File: src/rtl/mmcm_reconfig_pkg.sv
package mmcm_reconfig_pkg;

   typedef logic [6:0]  drp_addr_t;
   typedef logic [15:0] drp_data_t;
   typedef logic [9:0]  filter_cfg_t;  // Loop filter bits, scattered over two registers

   typedef struct packed {
      logic [2:0] phase_mux;
      logic [5:0] high_time;
      logic [5:0] low_time;
      logic       edge_sel;
      logic       no_count;
      logic [5:0] delay_time;
   } divider_cfg_t;

   typedef struct packed {
      logic [5:0] high_time;
      logic [5:0] low_time;
      logic       edge_sel;
      logic       no_count;
   } divclk_cfg_t;

   typedef struct packed {
      divider_cfg_t [6:0] clkout;
      divider_cfg_t       clkfbout;
      divclk_cfg_t        divclk;
   } mmcm_cfg_t;

   typedef struct packed {
      logic [4:0] ref_dly;
      logic [4:0] fb_dly;
      logic [9:0] lock_cnt;
      logic [9:0] unlock_cnt;
      logic [9:0] sat_high;
   } lock_cfg_t;

   // Same 16-bit divider word, first or second register of the pair
   typedef union packed {
      struct packed {
         logic [2:0] phase_mux;
         logic       rsvd;
         logic [5:0] high_time;
         logic [5:0] low_time;
      } reg1;
      struct packed {
         logic [7:0] rsvd;  // Fractional fields live here on CLKOUT0/CLKFBOUT
         logic       edge_sel;
         logic       no_count;
         logic [5:0] delay_time;
      } reg2;
   } drp_word_u;

   typedef struct packed {
      drp_addr_t addr;
      drp_data_t mask;  // Bits of the read word that survive
      drp_data_t data;
   } step_entry_t;

   typedef enum logic [4:0] {
      step_power,
      step_clkout0_reg1, step_clkout0_reg2,
      step_clkout1_reg1, step_clkout1_reg2,
      step_clkout2_reg1, step_clkout2_reg2,
      step_clkout3_reg1, step_clkout3_reg2,
      step_clkout4_reg1, step_clkout4_reg2,
      step_clkout5_reg1, step_clkout5_reg2,
      step_clkout6_reg1, step_clkout6_reg2,
      step_divclk,
      step_clkfbout_reg1, step_clkfbout_reg2,
      step_lock_reg1, step_lock_reg2, step_lock_reg3,
      step_filt_reg1, step_filt_reg2
   } step_t;

   localparam int num_steps = int'(step_filt_reg2) + 1;

   localparam drp_addr_t addr_clkout5_reg1  = 7'h06;
   localparam drp_addr_t addr_clkout5_reg2  = 7'h07;
   localparam drp_addr_t addr_clkout0_reg1  = 7'h08;
   localparam drp_addr_t addr_clkout0_reg2  = 7'h09;
   localparam drp_addr_t addr_clkout1_reg1  = 7'h0a;
   localparam drp_addr_t addr_clkout1_reg2  = 7'h0b;
   localparam drp_addr_t addr_clkout2_reg1  = 7'h0c;
   localparam drp_addr_t addr_clkout2_reg2  = 7'h0d;
   localparam drp_addr_t addr_clkout3_reg1  = 7'h0e;
   localparam drp_addr_t addr_clkout3_reg2  = 7'h0f;
   localparam drp_addr_t addr_clkout4_reg1  = 7'h10;
   localparam drp_addr_t addr_clkout4_reg2  = 7'h11;
   localparam drp_addr_t addr_clkout6_reg1  = 7'h12;  // Absent on the small tile
   localparam drp_addr_t addr_clkout6_reg2  = 7'h13;
   localparam drp_addr_t addr_clkfbout_reg1 = 7'h14;
   localparam drp_addr_t addr_clkfbout_reg2 = 7'h15;
   localparam drp_addr_t addr_divclk        = 7'h16;
   localparam drp_addr_t addr_lock_reg1     = 7'h18;
   localparam drp_addr_t addr_lock_reg2     = 7'h19;
   localparam drp_addr_t addr_lock_reg3     = 7'h1a;
   localparam drp_addr_t addr_power         = 7'h28;
   localparam drp_addr_t addr_filt_reg1     = 7'h4e;
   localparam drp_addr_t addr_filt_reg2     = 7'h4f;

   localparam drp_data_t mask_power       = 16'h0000;
   localparam drp_data_t mask_div_reg1    = 16'h1000;
   localparam drp_data_t mask_frac_reg2   = 16'h8000;  // CLKOUT0 and CLKFBOUT
   localparam drp_data_t mask_div_reg2    = 16'hfc00;  // CLKOUT1 to CLKOUT4
   localparam drp_data_t mask_shared_reg2 = 16'hc000;  // CLKOUT5 and CLKOUT6
   localparam drp_data_t mask_divclk      = 16'hc000;
   localparam drp_data_t mask_lock_reg1   = 16'hfc00;
   localparam drp_data_t mask_lock_reg2   = 16'h8000;
   localparam drp_data_t mask_lock_reg3   = 16'h8000;
   localparam drp_data_t mask_filt_reg1   = 16'h66ff;
   localparam drp_data_t mask_filt_reg2   = 16'h666f;

endpackage

File: src/rtl/lock_filter_table.sv
module lock_filter_table import mmcm_reconfig_pkg::*; (
   input  logic        dclk,
   input  logic [6:0]  divclk_cnt,  // Bit 6 set means count out of range
   output lock_cfg_t   lock,
   output filter_cfg_t filter
);

   logic [5:0]  idx;
   logic [4:0]  dly;
   logic [9:0]  lock_cnt;
   filter_cfg_t filter_nxt;

   assign idx = divclk_cnt[6] ? 6'd0 : divclk_cnt[5:0];

   // Reference and feedback delay are always equal
   always_comb begin
      case (idx) inside
         [0:1]:   dly = 5'd6;
         6'd2:    dly = 5'd8;
         6'd3:    dly = 5'd11;
         6'd4:    dly = 5'd14;
         6'd5:    dly = 5'd17;
         6'd6:    dly = 5'd19;
         6'd7:    dly = 5'd22;
         6'd8:    dly = 5'd25;
         6'd9:    dly = 5'd28;
         default: dly = 5'd31;
      endcase
   end

   always_comb begin
      case (idx) inside
         [0:9]:   lock_cnt = 10'd1000;
         6'd10:   lock_cnt = 10'd900;
         6'd11:   lock_cnt = 10'd825;
         6'd12:   lock_cnt = 10'd750;
         6'd13:   lock_cnt = 10'd700;
         6'd14:   lock_cnt = 10'd650;
         6'd15:   lock_cnt = 10'd625;
         6'd16:   lock_cnt = 10'd575;
         6'd17:   lock_cnt = 10'd550;
         6'd18:   lock_cnt = 10'd525;
         6'd19:   lock_cnt = 10'd500;
         6'd20:   lock_cnt = 10'd475;
         6'd21:   lock_cnt = 10'd450;
         6'd22:   lock_cnt = 10'd425;
         [23:24]: lock_cnt = 10'd400;
         6'd25:   lock_cnt = 10'd375;
         [26:27]: lock_cnt = 10'd350;
         [28:29]: lock_cnt = 10'd325;
         [30:32]: lock_cnt = 10'd300;
         [33:35]: lock_cnt = 10'd275;
         default: lock_cnt = 10'd250;
      endcase
   end

   // Optimized bandwidth settings
   always_comb begin
      case (idx) inside
         6'd0:             filter_nxt = 10'b0010_1111_00;
         6'd1:             filter_nxt = 10'b0100_1111_00;
         6'd2:             filter_nxt = 10'b0101_1011_00;
         6'd3:             filter_nxt = 10'b0111_0111_00;
         6'd4:             filter_nxt = 10'b1101_0111_00;
         6'd5:             filter_nxt = 10'b1110_1011_00;
         6'd6:             filter_nxt = 10'b1110_1101_00;
         6'd7:             filter_nxt = 10'b1111_0011_00;
         6'd8:             filter_nxt = 10'b1110_0101_00;
         6'd9, [16:17]:    filter_nxt = 10'b1111_0101_00;
         6'd10, [12:15]:   filter_nxt = 10'b1111_1001_00;
         6'd11:            filter_nxt = 10'b1101_0001_00;
         [18:20]:          filter_nxt = 10'b1100_0001_00;
         [21:24]:          filter_nxt = 10'b0101_1100_00;
         [25:40]:          filter_nxt = 10'b0011_0100_00;
         [41:45]:          filter_nxt = 10'b0010_1000_00;
         [46:47]:          filter_nxt = 10'b0111_0001_00;
         [48:51]:          filter_nxt = 10'b0100_1100_00;
         [52:53]:          filter_nxt = 10'b0110_0001_00;
         [54:56]:          filter_nxt = 10'b0101_0110_00;
         [57:60]:          filter_nxt = 10'b0010_0100_00;
         6'd61:            filter_nxt = 10'b0100_1010_00;
         default:          filter_nxt = 10'b0011_1100_00;  // 62 and 63
      endcase
   end

   always_ff @(posedge dclk) begin
      lock   <= '{ref_dly: dly, fb_dly: dly, lock_cnt: lock_cnt,
                  unlock_cnt: 10'd1001, sat_high: 10'd1};
      filter <= filter_nxt;
   end

endmodule

File: src/rtl/drp_word_builder.sv
module drp_word_builder import mmcm_reconfig_pkg::*; #(
   parameter bit has_clkout6 = 1'b1
) (
   input  mmcm_cfg_t   cfg,
   input  step_t       step,
   input  lock_cfg_t   lock,
   input  filter_cfg_t filter,
   output step_entry_t entry,
   output logic [6:0]  divclk_cnt
);

   step_t     eff_step;
   drp_data_t divclk_word;
   drp_data_t lock_word1;
   drp_data_t lock_word2;
   drp_data_t lock_word3;
   drp_data_t filt_word1;
   drp_data_t filt_word2;

   function automatic drp_data_t div_reg1(input divider_cfg_t d);
      drp_word_u w;
      w.reg1.phase_mux = d.phase_mux;
      w.reg1.rsvd      = 1'b0;
      w.reg1.high_time = d.high_time;
      w.reg1.low_time  = d.low_time;
      return w;
   endfunction

   function automatic drp_data_t div_reg2(input divider_cfg_t d);
      drp_word_u w;
      w.reg2.rsvd       = 8'h00;  // No fractional divide
      w.reg2.edge_sel   = d.edge_sel;
      w.reg2.no_count   = d.no_count;
      w.reg2.delay_time = d.delay_time;
      return w;
   endfunction

   // Wraps past 63 when high plus low is zero, flagged by bit 6
   assign divclk_cnt = cfg.divclk.no_count ? 7'd0 :
                       7'(cfg.divclk.high_time) + 7'(cfg.divclk.low_time) - 7'd1;

   assign divclk_word = {2'b00, cfg.divclk.edge_sel, cfg.divclk.no_count,
                         cfg.divclk.high_time, cfg.divclk.low_time};

   assign lock_word1 = {6'b000000, lock.lock_cnt};
   assign lock_word2 = {1'b0, lock.fb_dly, lock.sat_high};
   assign lock_word3 = {1'b0, lock.ref_dly, lock.unlock_cnt};

   assign filt_word1 = {filter[9], 2'b00, filter[8:7], 2'b00, filter[6], 8'h00};
   assign filt_word2 = {filter[5], 2'b00, filter[4:3], 2'b00, filter[2:1], 2'b00,
                        filter[0], 4'h0};

   always_comb begin
      eff_step = step;
      if (!has_clkout6 && step >= step_clkout6_reg1)
         eff_step = step_t'(step + 5'd2);  // Hop over the CLKOUT6 pair
   end

   always_comb begin
      case (eff_step)
         step_power:         entry = '{addr_power, mask_power, 16'hffff};
         step_clkout0_reg1:  entry = '{addr_clkout0_reg1, mask_div_reg1, div_reg1(cfg.clkout[0])};
         step_clkout0_reg2:  entry = '{addr_clkout0_reg2, mask_frac_reg2, div_reg2(cfg.clkout[0])};
         step_clkout1_reg1:  entry = '{addr_clkout1_reg1, mask_div_reg1, div_reg1(cfg.clkout[1])};
         step_clkout1_reg2:  entry = '{addr_clkout1_reg2, mask_div_reg2, div_reg2(cfg.clkout[1])};
         step_clkout2_reg1:  entry = '{addr_clkout2_reg1, mask_div_reg1, div_reg1(cfg.clkout[2])};
         step_clkout2_reg2:  entry = '{addr_clkout2_reg2, mask_div_reg2, div_reg2(cfg.clkout[2])};
         step_clkout3_reg1:  entry = '{addr_clkout3_reg1, mask_div_reg1, div_reg1(cfg.clkout[3])};
         step_clkout3_reg2:  entry = '{addr_clkout3_reg2, mask_div_reg2, div_reg2(cfg.clkout[3])};
         step_clkout4_reg1:  entry = '{addr_clkout4_reg1, mask_div_reg1, div_reg1(cfg.clkout[4])};
         step_clkout4_reg2:  entry = '{addr_clkout4_reg2, mask_div_reg2, div_reg2(cfg.clkout[4])};
         step_clkout5_reg1:  entry = '{addr_clkout5_reg1, mask_div_reg1, div_reg1(cfg.clkout[5])};
         step_clkout5_reg2:  entry = '{addr_clkout5_reg2, mask_shared_reg2,
                                       div_reg2(cfg.clkout[5])};
         step_clkout6_reg1:  entry = '{addr_clkout6_reg1, mask_div_reg1, div_reg1(cfg.clkout[6])};
         step_clkout6_reg2:  entry = '{addr_clkout6_reg2, mask_shared_reg2,
                                       div_reg2(cfg.clkout[6])};
         step_divclk:        entry = '{addr_divclk, mask_divclk, divclk_word};
         step_clkfbout_reg1: entry = '{addr_clkfbout_reg1, mask_div_reg1, div_reg1(cfg.clkfbout)};
         step_clkfbout_reg2: entry = '{addr_clkfbout_reg2, mask_frac_reg2, div_reg2(cfg.clkfbout)};
         step_lock_reg1:     entry = '{addr_lock_reg1, mask_lock_reg1, lock_word1};
         step_lock_reg2:     entry = '{addr_lock_reg2, mask_lock_reg2, lock_word2};
         step_lock_reg3:     entry = '{addr_lock_reg3, mask_lock_reg3, lock_word3};
         step_filt_reg1:     entry = '{addr_filt_reg1, mask_filt_reg1, filt_word1};
         step_filt_reg2:     entry = '{addr_filt_reg2, mask_filt_reg2, filt_word2};
         default:            entry = '0;
      endcase
   end

endmodule

File: src/rtl/drp_sequencer.sv
module drp_sequencer import mmcm_reconfig_pkg::*; #(
   parameter bit has_clkout6 = 1'b1
) (
   input  logic        dclk,
   input  logic        rst,
   input  logic        start_reconfig,
   output logic        ready,
   output logic        reconfig_done,
   input  logic        locked,
   output logic        rst_mmcm,
   input  step_entry_t entry,
   output step_t       step,
   output drp_addr_t   daddr,
   output drp_data_t   din,
   output logic        den,
   output logic        dwe,
   input  drp_data_t   dout,
   input  logic        drdy
);

   // Run is two steps shorter without CLKOUT6
   localparam step_t last_step = step_t'(has_clkout6 ? num_steps - 1 : num_steps - 3);

   typedef enum logic [3:0] {
      st_restart,
      st_wait_lock,
      st_wait_start,
      st_read_issue,
      st_read_wait,
      st_mask,
      st_merge,
      st_write_issue,
      st_write_wait
   } state_t;

   state_t state;

   always_ff @(posedge dclk) begin
      if (rst) begin
         state         <= st_restart;
         step          <= step_power;
         ready         <= 1'b0;
         reconfig_done <= 1'b0;
         rst_mmcm      <= 1'b1;
         den           <= 1'b0;
         dwe           <= 1'b0;
      end else begin
         den           <= 1'b0;  // Strobes last a single cycle
         dwe           <= 1'b0;
         reconfig_done <= 1'b0;
         case (state)
            st_restart: begin
               rst_mmcm <= 1'b0;
               step     <= step_power;
               state    <= st_wait_lock;
            end
            st_wait_lock: begin
               if (locked) begin
                  ready <= 1'b1;
                  state <= st_wait_start;
               end
            end
            st_wait_start: begin
               step <= step_power;
               if (start_reconfig) begin
                  ready <= 1'b0;
                  state <= st_read_issue;
               end
            end
            st_read_issue: begin
               den      <= 1'b1;
               rst_mmcm <= 1'b1;  // Tile held in reset until the last write lands
               state    <= st_read_wait;
            end
            st_read_wait: begin
               if (drdy)
                  state <= st_mask;
            end
            st_mask:  state <= st_merge;
            st_merge: state <= st_write_issue;
            st_write_issue: begin
               den   <= 1'b1;
               dwe   <= 1'b1;
               step  <= step_t'(step + 1'b1);
               state <= st_write_wait;
            end
            st_write_wait: begin
               if (drdy) begin
                  // Step already advanced past the one just written
                  if (step > last_step) begin
                     reconfig_done <= 1'b1;
                     rst_mmcm      <= 1'b0;
                     state         <= st_wait_lock;
                  end else begin
                     state <= st_read_issue;
                  end
               end
            end
            default: state <= st_restart;
         endcase
      end
   end

   // DRP address is held from the read through the write of a step
   always_ff @(posedge dclk) begin
      case (state)
         st_read_issue: daddr <= entry.addr;
         st_read_wait: begin
            if (drdy)
               din <= dout;  // Capture the current register value
         end
         st_mask:  din <= din & entry.mask;
         st_merge: din <= din | entry.data;
         default:  din <= din;
      endcase
   end

endmodule

File: src/rtl/mmcm_reconfig_top.sv
module mmcm_reconfig_top import mmcm_reconfig_pkg::*; #(
   parameter bit has_clkout6 = 1'b1
) (
   input  logic      dclk,
   input  logic      rst,
   input  mmcm_cfg_t cfg,  // Held stable for the whole run
   input  logic      start_reconfig,
   output logic      ready,
   output logic      reconfig_done,
   output drp_addr_t daddr,
   output drp_data_t din,
   output logic      den,
   output logic      dwe,
   input  drp_data_t dout,
   input  logic      drdy,
   output logic      rst_mmcm,
   input  logic      locked
);

   step_t       step;
   step_entry_t entry;
   logic [6:0]  divclk_cnt;
   lock_cfg_t   lock;
   filter_cfg_t filter;

   drp_sequencer #(.has_clkout6(has_clkout6)) u_sequencer (
      .dclk           (dclk),
      .rst            (rst),
      .start_reconfig (start_reconfig),
      .ready          (ready),
      .reconfig_done  (reconfig_done),
      .locked         (locked),
      .rst_mmcm       (rst_mmcm),
      .entry          (entry),
      .step           (step),
      .daddr          (daddr),
      .din            (din),
      .den            (den),
      .dwe            (dwe),
      .dout           (dout),
      .drdy           (drdy)
   );

   drp_word_builder #(.has_clkout6(has_clkout6)) u_word_builder (
      .cfg        (cfg),
      .step       (step),
      .lock       (lock),
      .filter     (filter),
      .entry      (entry),
      .divclk_cnt (divclk_cnt)
   );

   lock_filter_table u_lock_filter (
      .dclk       (dclk),
      .divclk_cnt (divclk_cnt),
      .lock       (lock),
      .filter     (filter)
   );

endmodule

File: config.mk
export PLATFORM = sky130hd
export DESIGN_NAME = mmcm_reconfig_top
export DESIGN_NICKNAME = d
export VERILOG_FILES = /design/src/rtl/mmcm_reconfig_pkg.sv /design/src/rtl/lock_filter_table.sv /design/src/rtl/drp_word_builder.sv /design/src/rtl/drp_sequencer.sv /design/src/rtl/mmcm_reconfig_top.sv
export SDC_FILE = /design/constraint.sdc
export NUM_CORES = 1
export LEC_CHECK = 0
export BUFFER_PORTS_ARGS = -buffer_cell sky130_fd_sc_hd__buf_2
export CAP_MARGIN = 10
export CORE_ASPECT_RATIO = 1.75
export CORE_MARGIN = 5
export CORE_UTILIZATION = 35
export CTS_CLUSTER_DIAMETER = 40
export DETAILED_ROUTE_END_ITERATION = 10
export PLACE_DENSITY = 0.61
export SYNTH_ARGS = -nofsm -noshare
export SYNTH_HDL_FRONTEND = slang
export SYNTH_SLANG_ARGS = --single-unit
File: constraint.sdc
create_clock -name dclk -period 3.4 [get_ports dclk]
set_input_delay 0.34 -clock dclk [delete_from_list [all_inputs] [get_ports dclk]]
set_output_delay 0.34 -clock dclk [all_outputs]
set_load 0.01 [all_outputs]
==> metrics.txt, run 1 <==
Placer Congestion around 1.1; first-pass GRT wire length 46.0 mm; CP Depth 10; routed wire length 31.8 mm; Peak VDD IR 0.220 mV; WL/cell 26.2 um; Fin Setup TNS 0 ps; Non-Filler Instances 1214; Layout Nets around 1300; via/cell ratio between 6 and 7; crit path from u_sequencer.step[1]; Place WS -16.6 ps; Die Area 17900 um^2; Core Util, Final 52.3%; Area Growth Syn to Fin 46.2%; final worst slack 195 ps; Logic pwr share 33.6%; Num CTS Buffers 9; Tcrit/Tclk final a little over nine tenths; CP Launch Type flop; synthesized flop and latch total 60; dpl hpwl 26.4 mm; Internal 0.00198 W; worst-margin pin slew 1290 ps; worst-path fanout max 15; RSZ-0062 raised after global routing no; CTS resizes 0; Final Power 0.00289 W; power density over cell area 370 nW/um^2; Antenna Nets Post-Route 0; R2R depth 10; root buffer cell clkbuf_16; placed cell count 1194; Top cell by count, worst path a21oi_1; Die W 103 um; cells along the critical path inv_1 > ha_1 > nand2b_1 > a21oi_1 > or4_1 > a21oi_1 > nand4b_1 > nand2b_2 > a31oi_1 > a221o_1; H-tree levels 3; slowest stage delay, CP 580 ps; instance count of the mapped netlist 700; DRC viols 0; switching part of the total 31.5%; asr flop ratio synth 0%; sequential power share 30.0%; ys flop type dfxtp_1; setup violators final 0; Critical Path AT 3290 ps; number of max-cap violations 0; Starting Density between 30% and 40%; worst-case clock buffer depth 2; Reg clk slew, reported paths 50 ps; R2R setup slack 190 ps; status complete, no violations; clock sink total 60; FILL cells 1604; Worst setup EP type flop; share of total power in the clock network a little over a third; final global-route overflow total 0; average size of a mapped cell 7.62 um^2; Critical Path RT approximately 3500 ps; syn nets 936; Buffers on Ports around 250; initial antenna violation count 2; Post-synth EDFFs 23; number of cell rows roughly 60; Top delay family on crit path simple AND/OR/NAND/NOR gates; Cell Area, Synth between 5000 and 6000 um^2; # Post-CTS Setup Buffers 0; Final min period around 3200 ps; Final Max Slew Viols 0; Worst-Skew Late Latency 340 ps; crit path to u_sequencer.din[5]; via count 7543; router iterations before antenna repair 6; # hold bufs at CTS 0; RR Startpoint u_sequencer.step[1]; Hold Crit Class in -> reg; Slew HR 13.5%; highest clock rate 0.312 GHz; critical path buffer and inverter count 1; IO Pins 247; pin count of the biggest net entering global routing 21; vias in the first global route 7706; P_leak 3.50 nW; Yosys warning count 0; share of cells above drive strength 1 37.7%; TritonCTS clock tree yes; total core area 14900 um^2; slowest library cell on the worst path or4_1; sequential area share after synthesis between 20% and 30%; Clock Skew about 5.3 ps; path type of the worst setup path reg -> reg; total track usage about a third; RR Endpoint u_sequencer.din[5]; DRT iter0 DRCs 900; Final Hold Violating Endpoints 0; Yosys cell types 75; Psw 0.000909 W; die height roughly 170 um
==> power by group through the flow <==
stage               clock network [W]  registers (W)  logic [W]
global route                  0.00109       0.000871    0.00103
floorplan                           0       0.000860   0.000422
global placement                    0       0.000878   0.000949
CTS                           0.00105       0.000865   0.000949
detailed placement                  0       0.000877   0.000946
finish                        0.00105       0.000866   0.000969
==> through the flow <==
stage / hold slack, ps / cell area (um^2)
final: 291 / 7800
after global routing: 311 / 7790
after CTS: 290 / 7790
after detailed placement: 451 / 7440
after global placement: 443 / 7440
after floorplan: 456 / 5340
==> worst min-delay path, cell delays in order <==
cell and delay (ps):
buf_2 130, nand3_1 80, nor3_1 40
==> registers in the layout, indices dropped and copies added (netlist names), 4 cells and up <==
name / cells
u_sequencer.daddr: 7
u_sequencer.state: 4
u_lock_filter.lock: 15
u_sequencer.din: 16
u_sequencer.step: 5
u_lock_filter.filter: 8
==> cell usage in the layout (no fill, tap or decap), types with 7 or more instances in the layout <==
cell       netlist  final
a211oi_1         7      7
nand2b_1         9      9
o21ai_0         38     38
o31ai_1          7      7
nor4_1           7      7
clkbuf_16        0     10
a22oi_1         38     38
dfxtp_1         37     37
inv_1           36     36
ha_1            16     16
edfxtp_1        23     23
a22o_1          22     22
nand4_1         15     15
a21oi_1         54     54
buf_4            4    110
a221oi_1        18     18
nor2_1          75     75
and3_1           9      9
a31oi_1          9      9
nand3_1         21     21
a222oi_1        16     16
nand2_1         54     54
buf_2            9    246
nor3_1          31     29
a221o_1         15     15
==> worst min-delay path by stage <==
stage,from,endpoint,slack [ps],cells past startpoint
6_report,drdy,u_sequencer.reconfig_done,290,3
5_1_grt,dout[15],u_sequencer.din[15],310,3
4_1_cts,drdy,u_sequencer.reconfig_done,290,3
3_5_place_dp,u_sequencer.rst_mmcm,u_sequencer.rst_mmcm,450,1
3_3_place_gp,u_sequencer.rst_mmcm,u_sequencer.rst_mmcm,440,1
2_1_floorplan,rst,u_sequencer.dwe,460,1
==> kinds of logic (layout without fill, tap and decap cells) <==
family | Yosys count | in the layout | share of synthesized area (%)
muxes | 6 | 6 | 1.15
and+or+nand+nor | 259 | 259 | 24.2
AOI/OAI and AO/OA | 268 | 268 | 36.1
buffers and inverters | 83 | 410 | 6.47
xor gates and xnor gates | 6 | 6 | 0.985
DFF | 60 | 60 | 26.8
adders and majority gates | 18 | 18 | 4.32
other | 0 | 4 | 0
==> final cells by class <==
cell class / instances / area (um^2) / area share (%)
Inverter: 37 / 139 / 1.78
Tap cell: 183 / 229 / 2.94
Sequential cell: 60 / 1430 / 18.3
Multi-Input combinational cell: 557 / 3570 / 45.7
Antenna cell: 4 / 10.0 / 0.128
Clock buffer: 13 / 282 / 3.61
Timing Repair Buffer: 357 / 2080 / 26.6
Clock inverter: 3 / 65.1 / 0.834
==> Yosys cell counts (3+ instances only) <==
master	count	area share, %
nor2b_1	5	0.59
nor4_1	7	0.82
a21o_1	3	0.42
a21boi_0	4	0.56
or3_1	5	0.59
xnor2_1	4	0.66
a21oi_1	54	5.1
buf_1	5	0.35
o21ai_1	3	0.28
nand3_1	21	2.0
inv_1	36	2.5
mux2i_1	5	0.94
nand2_1	54	3.8
or2_2	3	0.35
a221o_1	15	2.8
o21ai_0	38	3.6
nand2b_1	9	1.1
dfxtp_1	37	14
o22ai_1	4	0.47
o21bai_1	3	0.42
edfxtp_1	23	13
o31ai_1	7	0.98
buf_2	9	0.84
clkbuf_1	27	1.9
and3_1	9	1.1
o2111ai_1	3	0.49
o32ai_1	3	0.49
a211oi_1	7	0.98
buf_4	4	0.56
o221ai_1	3	0.49
nand4_1	15	1.8
nor3_1	31	2.9
a31oi_1	9	1.1
nor3b_1	5	0.70
a222oi_1	16	3.0
or4_1	4	0.56
ha_1	16	3.8
nor2_1	75	5.3
a221oi_1	18	3.0
a22o_1	22	3.6
a22oi_1	38	5.3
==> metal layers <==
layer / routed length, um / global-route usage, %
met2: 16300 / 61.5
met5: 0 / 0
met3: 3010 / 5.72
met4: 2730 / 24.4
met1: 9850 / 35.7
Note: power is estimated with default switching activity, not from simulation.
==> run 2: changes to the inputs <==
--- a/config.mk
+++ b/config.mk
@@ -12,7 +12,7 @@
 export CORE_UTILIZATION = 35
 export CTS_CLUSTER_DIAMETER = 40
 export DETAILED_ROUTE_END_ITERATION = 10
-export PLACE_DENSITY = 0.61
+export PLACE_DENSITY = 0.59
 export SYNTH_ARGS = -nofsm -noshare
 export SYNTH_HDL_FRONTEND = slang
 export SYNTH_SLANG_ARGS = --single-unit
==> constraint.sdc (replaced) <==
create_clock -name dclk -period 3.7 [get_ports dclk]
set_input_delay 0.37 -clock dclk [delete_from_list [all_inputs] [get_ports dclk]]
set_output_delay 0.37 -clock dclk [all_outputs]
set_load 0.01 [all_outputs]
==> run 2 against run 1 <==
Effect of this change:
- register-to-register slack improved by 160 ps
- hold slack improved by 19 ps
- sequential power decreased by 9.0%
- power decreased by 12%
- first-iteration DRC count decreased by 25%
- non-clock buffer count decreased by 38
- global-route usage decreased by 0.68 points
- worst setup slack improved by 160 ps
- count of clock-buffer cells in the layout decreased by 4
- sequential share of layout area increased by 0.78 points
- clock power decreased by 10%
- critical path type unchanged
- highest routed layer is now met5
==> metrics.txt, run 2 (synthesis results as in run 1) <==
status complete, no violations (unchanged); total track usage 34.1% (was 34.8%); slowest stage delay, CP 630 ps (was 580 ps); first-pass GRT wire length 45.4 mm (was 46.0 mm); Non-Filler Instances 1175 (was 1214); via count 7431 (was 7543); Final min period 3340 ps (was 3210 ps); Hold Crit Class in -> reg (unchanged); Fin Setup TNS 0 ps (unchanged); Placer Congestion 1.03 (was 1.06); power density over cell area 338 nW/um^2 (was 370 nW/um^2); commonest cells after routing, fill and taps aside 246 x buf_2, 75 x nor2_1, 72 x buf_4, 54 x nand2_1, 54 x a21oi_1 (was 246 x buf_2, 110 x buf_4, 75 x nor2_1, 54 x nand2_1, 54 x a21oi_1); Worst setup EP type flop (unchanged); placed cell count 1155 (was 1194); met2 Use GR 59.2% (was 61.5%); path type of the worst setup path reg -> reg (unchanged); Layout Nets 1220 (was 1258); die height 173 um (unchanged); Num CTS Buffers 9 (unchanged); post-route cell area 7480 um^2 (was 7800 um^2); Top reg by flops u_sequencer.din (unchanged); TritonCTS clock tree yes (unchanged); final global-route overflow total 0 (unchanged); Largest regs u_sequencer.din x16, u_lock_filter.lock x15, u_lock_filter.filter x8 (unchanged); routed wire length 31.3 mm (was 31.8 mm); WL/cell 26.6 um (was 26.2 um); router iterations before antenna repair 6 (unchanged); cells along the critical path ha_1 > and3_1 > ha_1 > a221o_1 > a211oi_1 > a31oi_1 > a221o_1 (was inv_1 > ha_1 > nand2b_1 > a21oi_1 > or4_1 > a21oi_1 > nand4b_1 > nand2b_2 > a31oi_1 > a221o_1); clock sink total 60 (unchanged); Slew HR 20.1% (was 13.5%); # Post-CTS Setup Buffers 0 (unchanged); Critical Path AT 3440 ps (was 3290 ps); number of max-cap violations 0 (unchanged); Die Area 17900 um^2 (unchanged); DRC viols 0 (unchanged); via/cell ratio 6.32 (was 6.21); dpl hpwl 25.4 mm (was 26.4 mm); Reg clk slew, reported paths 60 ps (was 50 ps); Buffers on Ports 246 (unchanged); H-tree levels 3 (unchanged); Area Growth Syn to Fin 40.2% (was 46.2%); Largest register FFs 16 (unchanged); root buffer cell clkbuf_16 (unchanged); IO Pins 247 (unchanged); Tcrit/Tclk final 90.4% (was 94.3%); Final Max Slew Viols 0 (unchanged); Final Hold Violating Endpoints 0 (unchanged); Die W 103 um (unchanged); initial antenna violation count 2 (unchanged); highest clock rate 0.299 GHz (was 0.312 GHz); # hold bufs at CTS 0 (unchanged); slowest library cell on the worst path a211oi_1 (was or4_1); Clock Skew 7.17 ps (was 5.28 ps); Worst-Skew Late Latency 340 ps (about the same); vias in the first global route 7566 (was 7706); RSZ-0062 raised after global routing no (unchanged); Peak VDD IR 0.268 mV (was 0.220 mV); P_leak 3.29 nW (was 3.50 nW); GR peak layer met2 (unchanged); worst-path fanout max 17 (was 15); Starting Density 35.8% (unchanged); total core area 14900 um^2 (unchanged); CTS resizes 0 (unchanged); Post-DP Area 7140 um^2 (was 7440 um^2); most common cell after layout, fill and taps aside buf_2 (unchanged); CP Launch Type flop (unchanged); DRT iter0 DRCs 671 (was 900); met3 usage 5.76% (was 5.72%); Antenna Nets Post-Route 0 (unchanged); worst-case clock buffer depth 2 (unchanged); Critical Path RT 3790 ps (was 3480 ps); share of cells above drive strength 1 35.4% (was 37.7%); number of cell rows 59 (unchanged); GR Util met1 36.4% (was 35.7%); setup violators final 0 (unchanged); pin count of the biggest net entering global routing 21 (unchanged); worst-margin pin slew 1190 ps (was 1290 ps)
==> run 2: metrics by stage <==
step	worst slack, ps	power [W]	hold slack (ps)	util, %
2_1_floorplan	457	0.00118	486	-
3_3_place_gp	53.1	0.00159	443	47.9
3_5_place_dp	83.3	0.00158	450	47.9
4_1_cts	416	0.00251	313	50.1
5_1_grt	247	0.00262	336	50.1
6_report	355	0.00253	310	50.2
==> run 2: power breakdown <==
part,switching [W],leakage [nW],internal [W],total (W)
combinational,0.000467,2.63,0.000332,0.000799
sequential,0.0000315,0.512,0.000756,0.000788
clock,0.000349,0.156,0.000593,0.000942
total,0.000848,3.29,0.00168,0.00253
==> run 2: routing by layer <==
layer  up-vias  share of wire, %
li1       3308                 -
met1      3479                32
met3       134               9.7
met2       508                50
met4         2               7.7
met5         -             0.038
==> run 2: worst max-delay path: cells and delay by family, from the launching register on <==
family          cells  cell delay, ps
compound gates      4            1640
flops               1             370
fa+ha+maj           2             850
simple gates        1             240
==> run 2: final timing paths <==
kind	slack, ps	cells after the start	end	startpoint
max reg2reg	360	7	u_sequencer.din[11]	u_sequencer.step[0]
max	360	7	u_sequencer.din[11]	u_sequencer.step[0]
min reg2reg	460	1	u_sequencer.rst_mmcm	u_sequencer.rst_mmcm
min	310	3	u_sequencer.din[8]	dout[8]
==> run 2: final cells by class <==
type	instances	area, um^2
Inverter	37	139
Fill cell	1564	7430
Multi-Input combinational cell	557	3570
Tap cell	183	229
Timing Repair Buffer	319	1780
Clock buffer	9	225
Clock inverter	7	98.8
Antenna cell	3	7.51
Sequential cell	60	1430
==> run 3: changes to the inputs <==
--- a/config.mk
+++ b/config.mk
@@ -7,12 +7,14 @@
 export LEC_CHECK = 0
 export BUFFER_PORTS_ARGS = -buffer_cell sky130_fd_sc_hd__buf_2
 export CAP_MARGIN = 10
+export CELL_PAD_IN_SITES_DETAIL_PLACEMENT = 0
+export CELL_PAD_IN_SITES_GLOBAL_PLACEMENT = 1
 export CORE_ASPECT_RATIO = 1.75
 export CORE_MARGIN = 5
 export CORE_UTILIZATION = 35
 export CTS_CLUSTER_DIAMETER = 40
 export DETAILED_ROUTE_END_ITERATION = 10
-export PLACE_DENSITY = 0.59
+export PLACE_DENSITY = 0.82
 export SYNTH_ARGS = -nofsm -noshare
 export SYNTH_HDL_FRONTEND = slang
 export SYNTH_SLANG_ARGS = --single-unit
==> run 3 against run 2 <==
Effect of this change:
- combinational power fell by 1%
- via count fell by 1.0%
- count of clock-buffer cells in the layout rose by 3
- hold slack improved by 6.4 ps
- final area fell by 0.52%
- non-clock buffer count did not move
- critical endpoint is now u_lock_filter.filter[4]
- highest routed layer is now met4
==> metrics.txt, run 3 (synthesis results as in run 1) <==
status complete, no violations (unchanged); power density over cell area 321 nW/um^2 (was 338 nW/um^2); CTS resizes 0 (unchanged); sequential power share 33.0% (was 31.2%); share of cells above drive strength 1 35.3% (was 35.4%); most common cell after layout, fill and taps aside buf_2 (unchanged); Critical Path RT 3920 ps (was 3790 ps); Final min period 3340 ps (about the same); Place WS 52.7 ps (was 83.3 ps); slowest stage delay, CP 650 ps (was 630 ps); H-tree levels 3 (unchanged); DRT iter0 DRCs 647 (was 671); via/cell ratio 6.26 (was 6.32); pin count of the biggest net entering global routing 21 (unchanged); Core Util, Final 49.9% (was 50.2%); Worst-Skew Late Latency 340 ps (about the same); worst-case clock buffer depth 2 (unchanged); P_leak 3.29 nW (about the same); first-pass GRT wire length 44.5 mm (was 45.4 mm); dpl hpwl 25.4 mm (about the same); Top reg by flops u_sequencer.din (unchanged); share of total power in the clock network 33.9% (was 37.3%); Peak VDD IR 0.174 mV (was 0.268 mV); RSZ-0062 raised after global routing no (unchanged); number of max-cap violations 0 (unchanged); Starting Density 35.8% (unchanged); Placer Congestion 1.03 (about the same); crit path from cfg[3] (was u_sequencer.step[0]); post-route cell area 7440 um^2 (was 7480 um^2); CP Launch Type input pin (was flop); Worst setup EP type flop (unchanged); Die Area 17900 um^2 (unchanged); Critical Path AT 3560 ps (was 3440 ps); Logic pwr share 33.1% (was 31.6%); TritonCTS clock tree yes (unchanged); Die W 103 um (unchanged); initial antenna violation count 2 (unchanged); Non-Filler Instances 1174 (was 1175); final worst slack 363 ps (was 355 ps); root buffer cell clkbuf_16 (unchanged); Fin Setup TNS 0 ps (unchanged); vias in the first global route 7333 (was 7566); # hold bufs at CTS 0 (unchanged); Post-DP Area 7160 um^2 (was 7140 um^2); Reg clk slew, reported paths 60 ps (about the same); # Post-CTS Setup Buffers 0 (unchanged); Num CTS Buffers 9 (unchanged); Buffers on Ports 246 (unchanged); Slew HR 18.9% (was 20.1%); Final Hold Violating Endpoints 0 (unchanged); routed wire length 30.8 mm (was 31.3 mm); Area Growth Syn to Fin 39.5% (was 40.2%); Psw 0.000812 W (was 0.000848 W); total track usage 33.4% (was 34.1%); commonest cells after routing, fill and taps aside 246 x buf_2, 75 x nor2_1, 72 x buf_4, 54 x nand2_1, 54 x a21oi_1 (unchanged); cells along the critical path buf_2 > inv_1 > ha_1 > inv_1 > ha_1 > fa_1 > a211oi_2 > o21ba_2 > or2_1 > a21oi_1 > nor3_1 > nor2_1 > o211a_1 > nor3b_1 (was ha_1 > and3_1 > ha_1 > a221o_1 > a211oi_1 > a31oi_1 > a221o_1); total core area 14900 um^2 (unchanged); worst-path fanout max 7 (was 17); setup violators final 0 (unchanged); switching part of the total 34.0% (was 33.5%); DRC viols 0 (unchanged); RR Startpoint u_sequencer.step[0] (unchanged); slowest library cell on the worst path nor3_1 (was a211oi_1); Tcrit/Tclk final 90.2% (was 90.4%); worst-margin pin slew 1210 ps (was 1190 ps); Antenna Nets Post-Route 0 (unchanged); Internal 0.00158 W (was 0.00168 W); clock sink total 60 (unchanged); highest clock rate 0.300 GHz (was 0.299 GHz); router iterations before antenna repair 8 (was 6); placed cell count 1156 (was 1155); via count 7353 (was 7431); die height 173 um (unchanged); WL/cell 26.3 um (was 26.6 um); final global-route overflow total 0 (unchanged); Clock Skew 7.28 ps (was 7.17 ps); path type of the worst setup path in -> reg (was reg -> reg); Layout Nets 1220 (unchanged); Hold Crit Class in -> reg (unchanged); Largest register FFs 16 (unchanged); hold_sp dout[8] (unchanged); number of cell rows 59 (unchanged); Largest regs u_sequencer.din x16, u_lock_filter.lock x15, u_lock_filter.filter x8 (unchanged); Final Max Slew Viols 0 (unchanged); IO Pins 247 (unchanged)
## run 3: power by group through the flow
stage | logic [W] | registers [W] | clock network [W]
5_1_grt | 0.000844 | 0.000793 | 0.000837
3_5_place_dp | 0.000769 | 0.000801 | 0
4_1_cts | 0.000772 | 0.000787 | 0.000810
2_1_floorplan | 0.000388 | 0.000790 | 0
6_report | 0.000790 | 0.000788 | 0.000810
3_3_place_gp | 0.000777 | 0.000799 | 0
## run 3: final cells by class
class	count	area, um^2
multi-input cells	557	3570
diodes	2	5.00
clock buffers	12	256
clock inverters	4	22.5
flip-flops and latches	60	1430
inverters	37	139
well taps	183	229
repair buffers	319	1790
fillers	1577	7470
## run 3: worst paths after layout
path / cells past startpoint / slack [ps] / to
hold reg to reg: 1 / 460 / u_sequencer.rst_mmcm
hold / removal: 3 / 320 / u_sequencer.din[8]
setup reg to reg: 10 / 480 / u_sequencer.din[5]
setup / recovery: 14 / 360 / u_lock_filter.filter[4]
## run 3: metrics by stage
| stage | total power (W) | hold slack [ps] |
|---|---|---|
| 3_5_place_dp | 0.00157 | 451 |
| 5_1_grt | 0.00247 | 337 |
| 3_3_place_gp | 0.00158 | 445 |
| 2_1_floorplan | 0.00118 | 486 |
| 6_report | 0.00239 | 316 |
| 4_1_cts | 0.00237 | 320 |
## run 3: worst max-delay path, delay by kind of cell
kind / cells / cell delay [ps]
simple gates: 4 / 1240
buf+inv: 3 / 250
fa+ha+maj: 3 / 900
compound gates: 4 / 780
## run 3: layer usage
metal	share of wire, %	track usage [%]	wire length (um)	up-vias
li1	-	-	-	3305
met1	32	35.6	9880	3446
met2	52	59.3	15900	480
met3	9.0	5.20	2790	122
met4	7.4	20.6	2270	0
met5	0	0	0	-
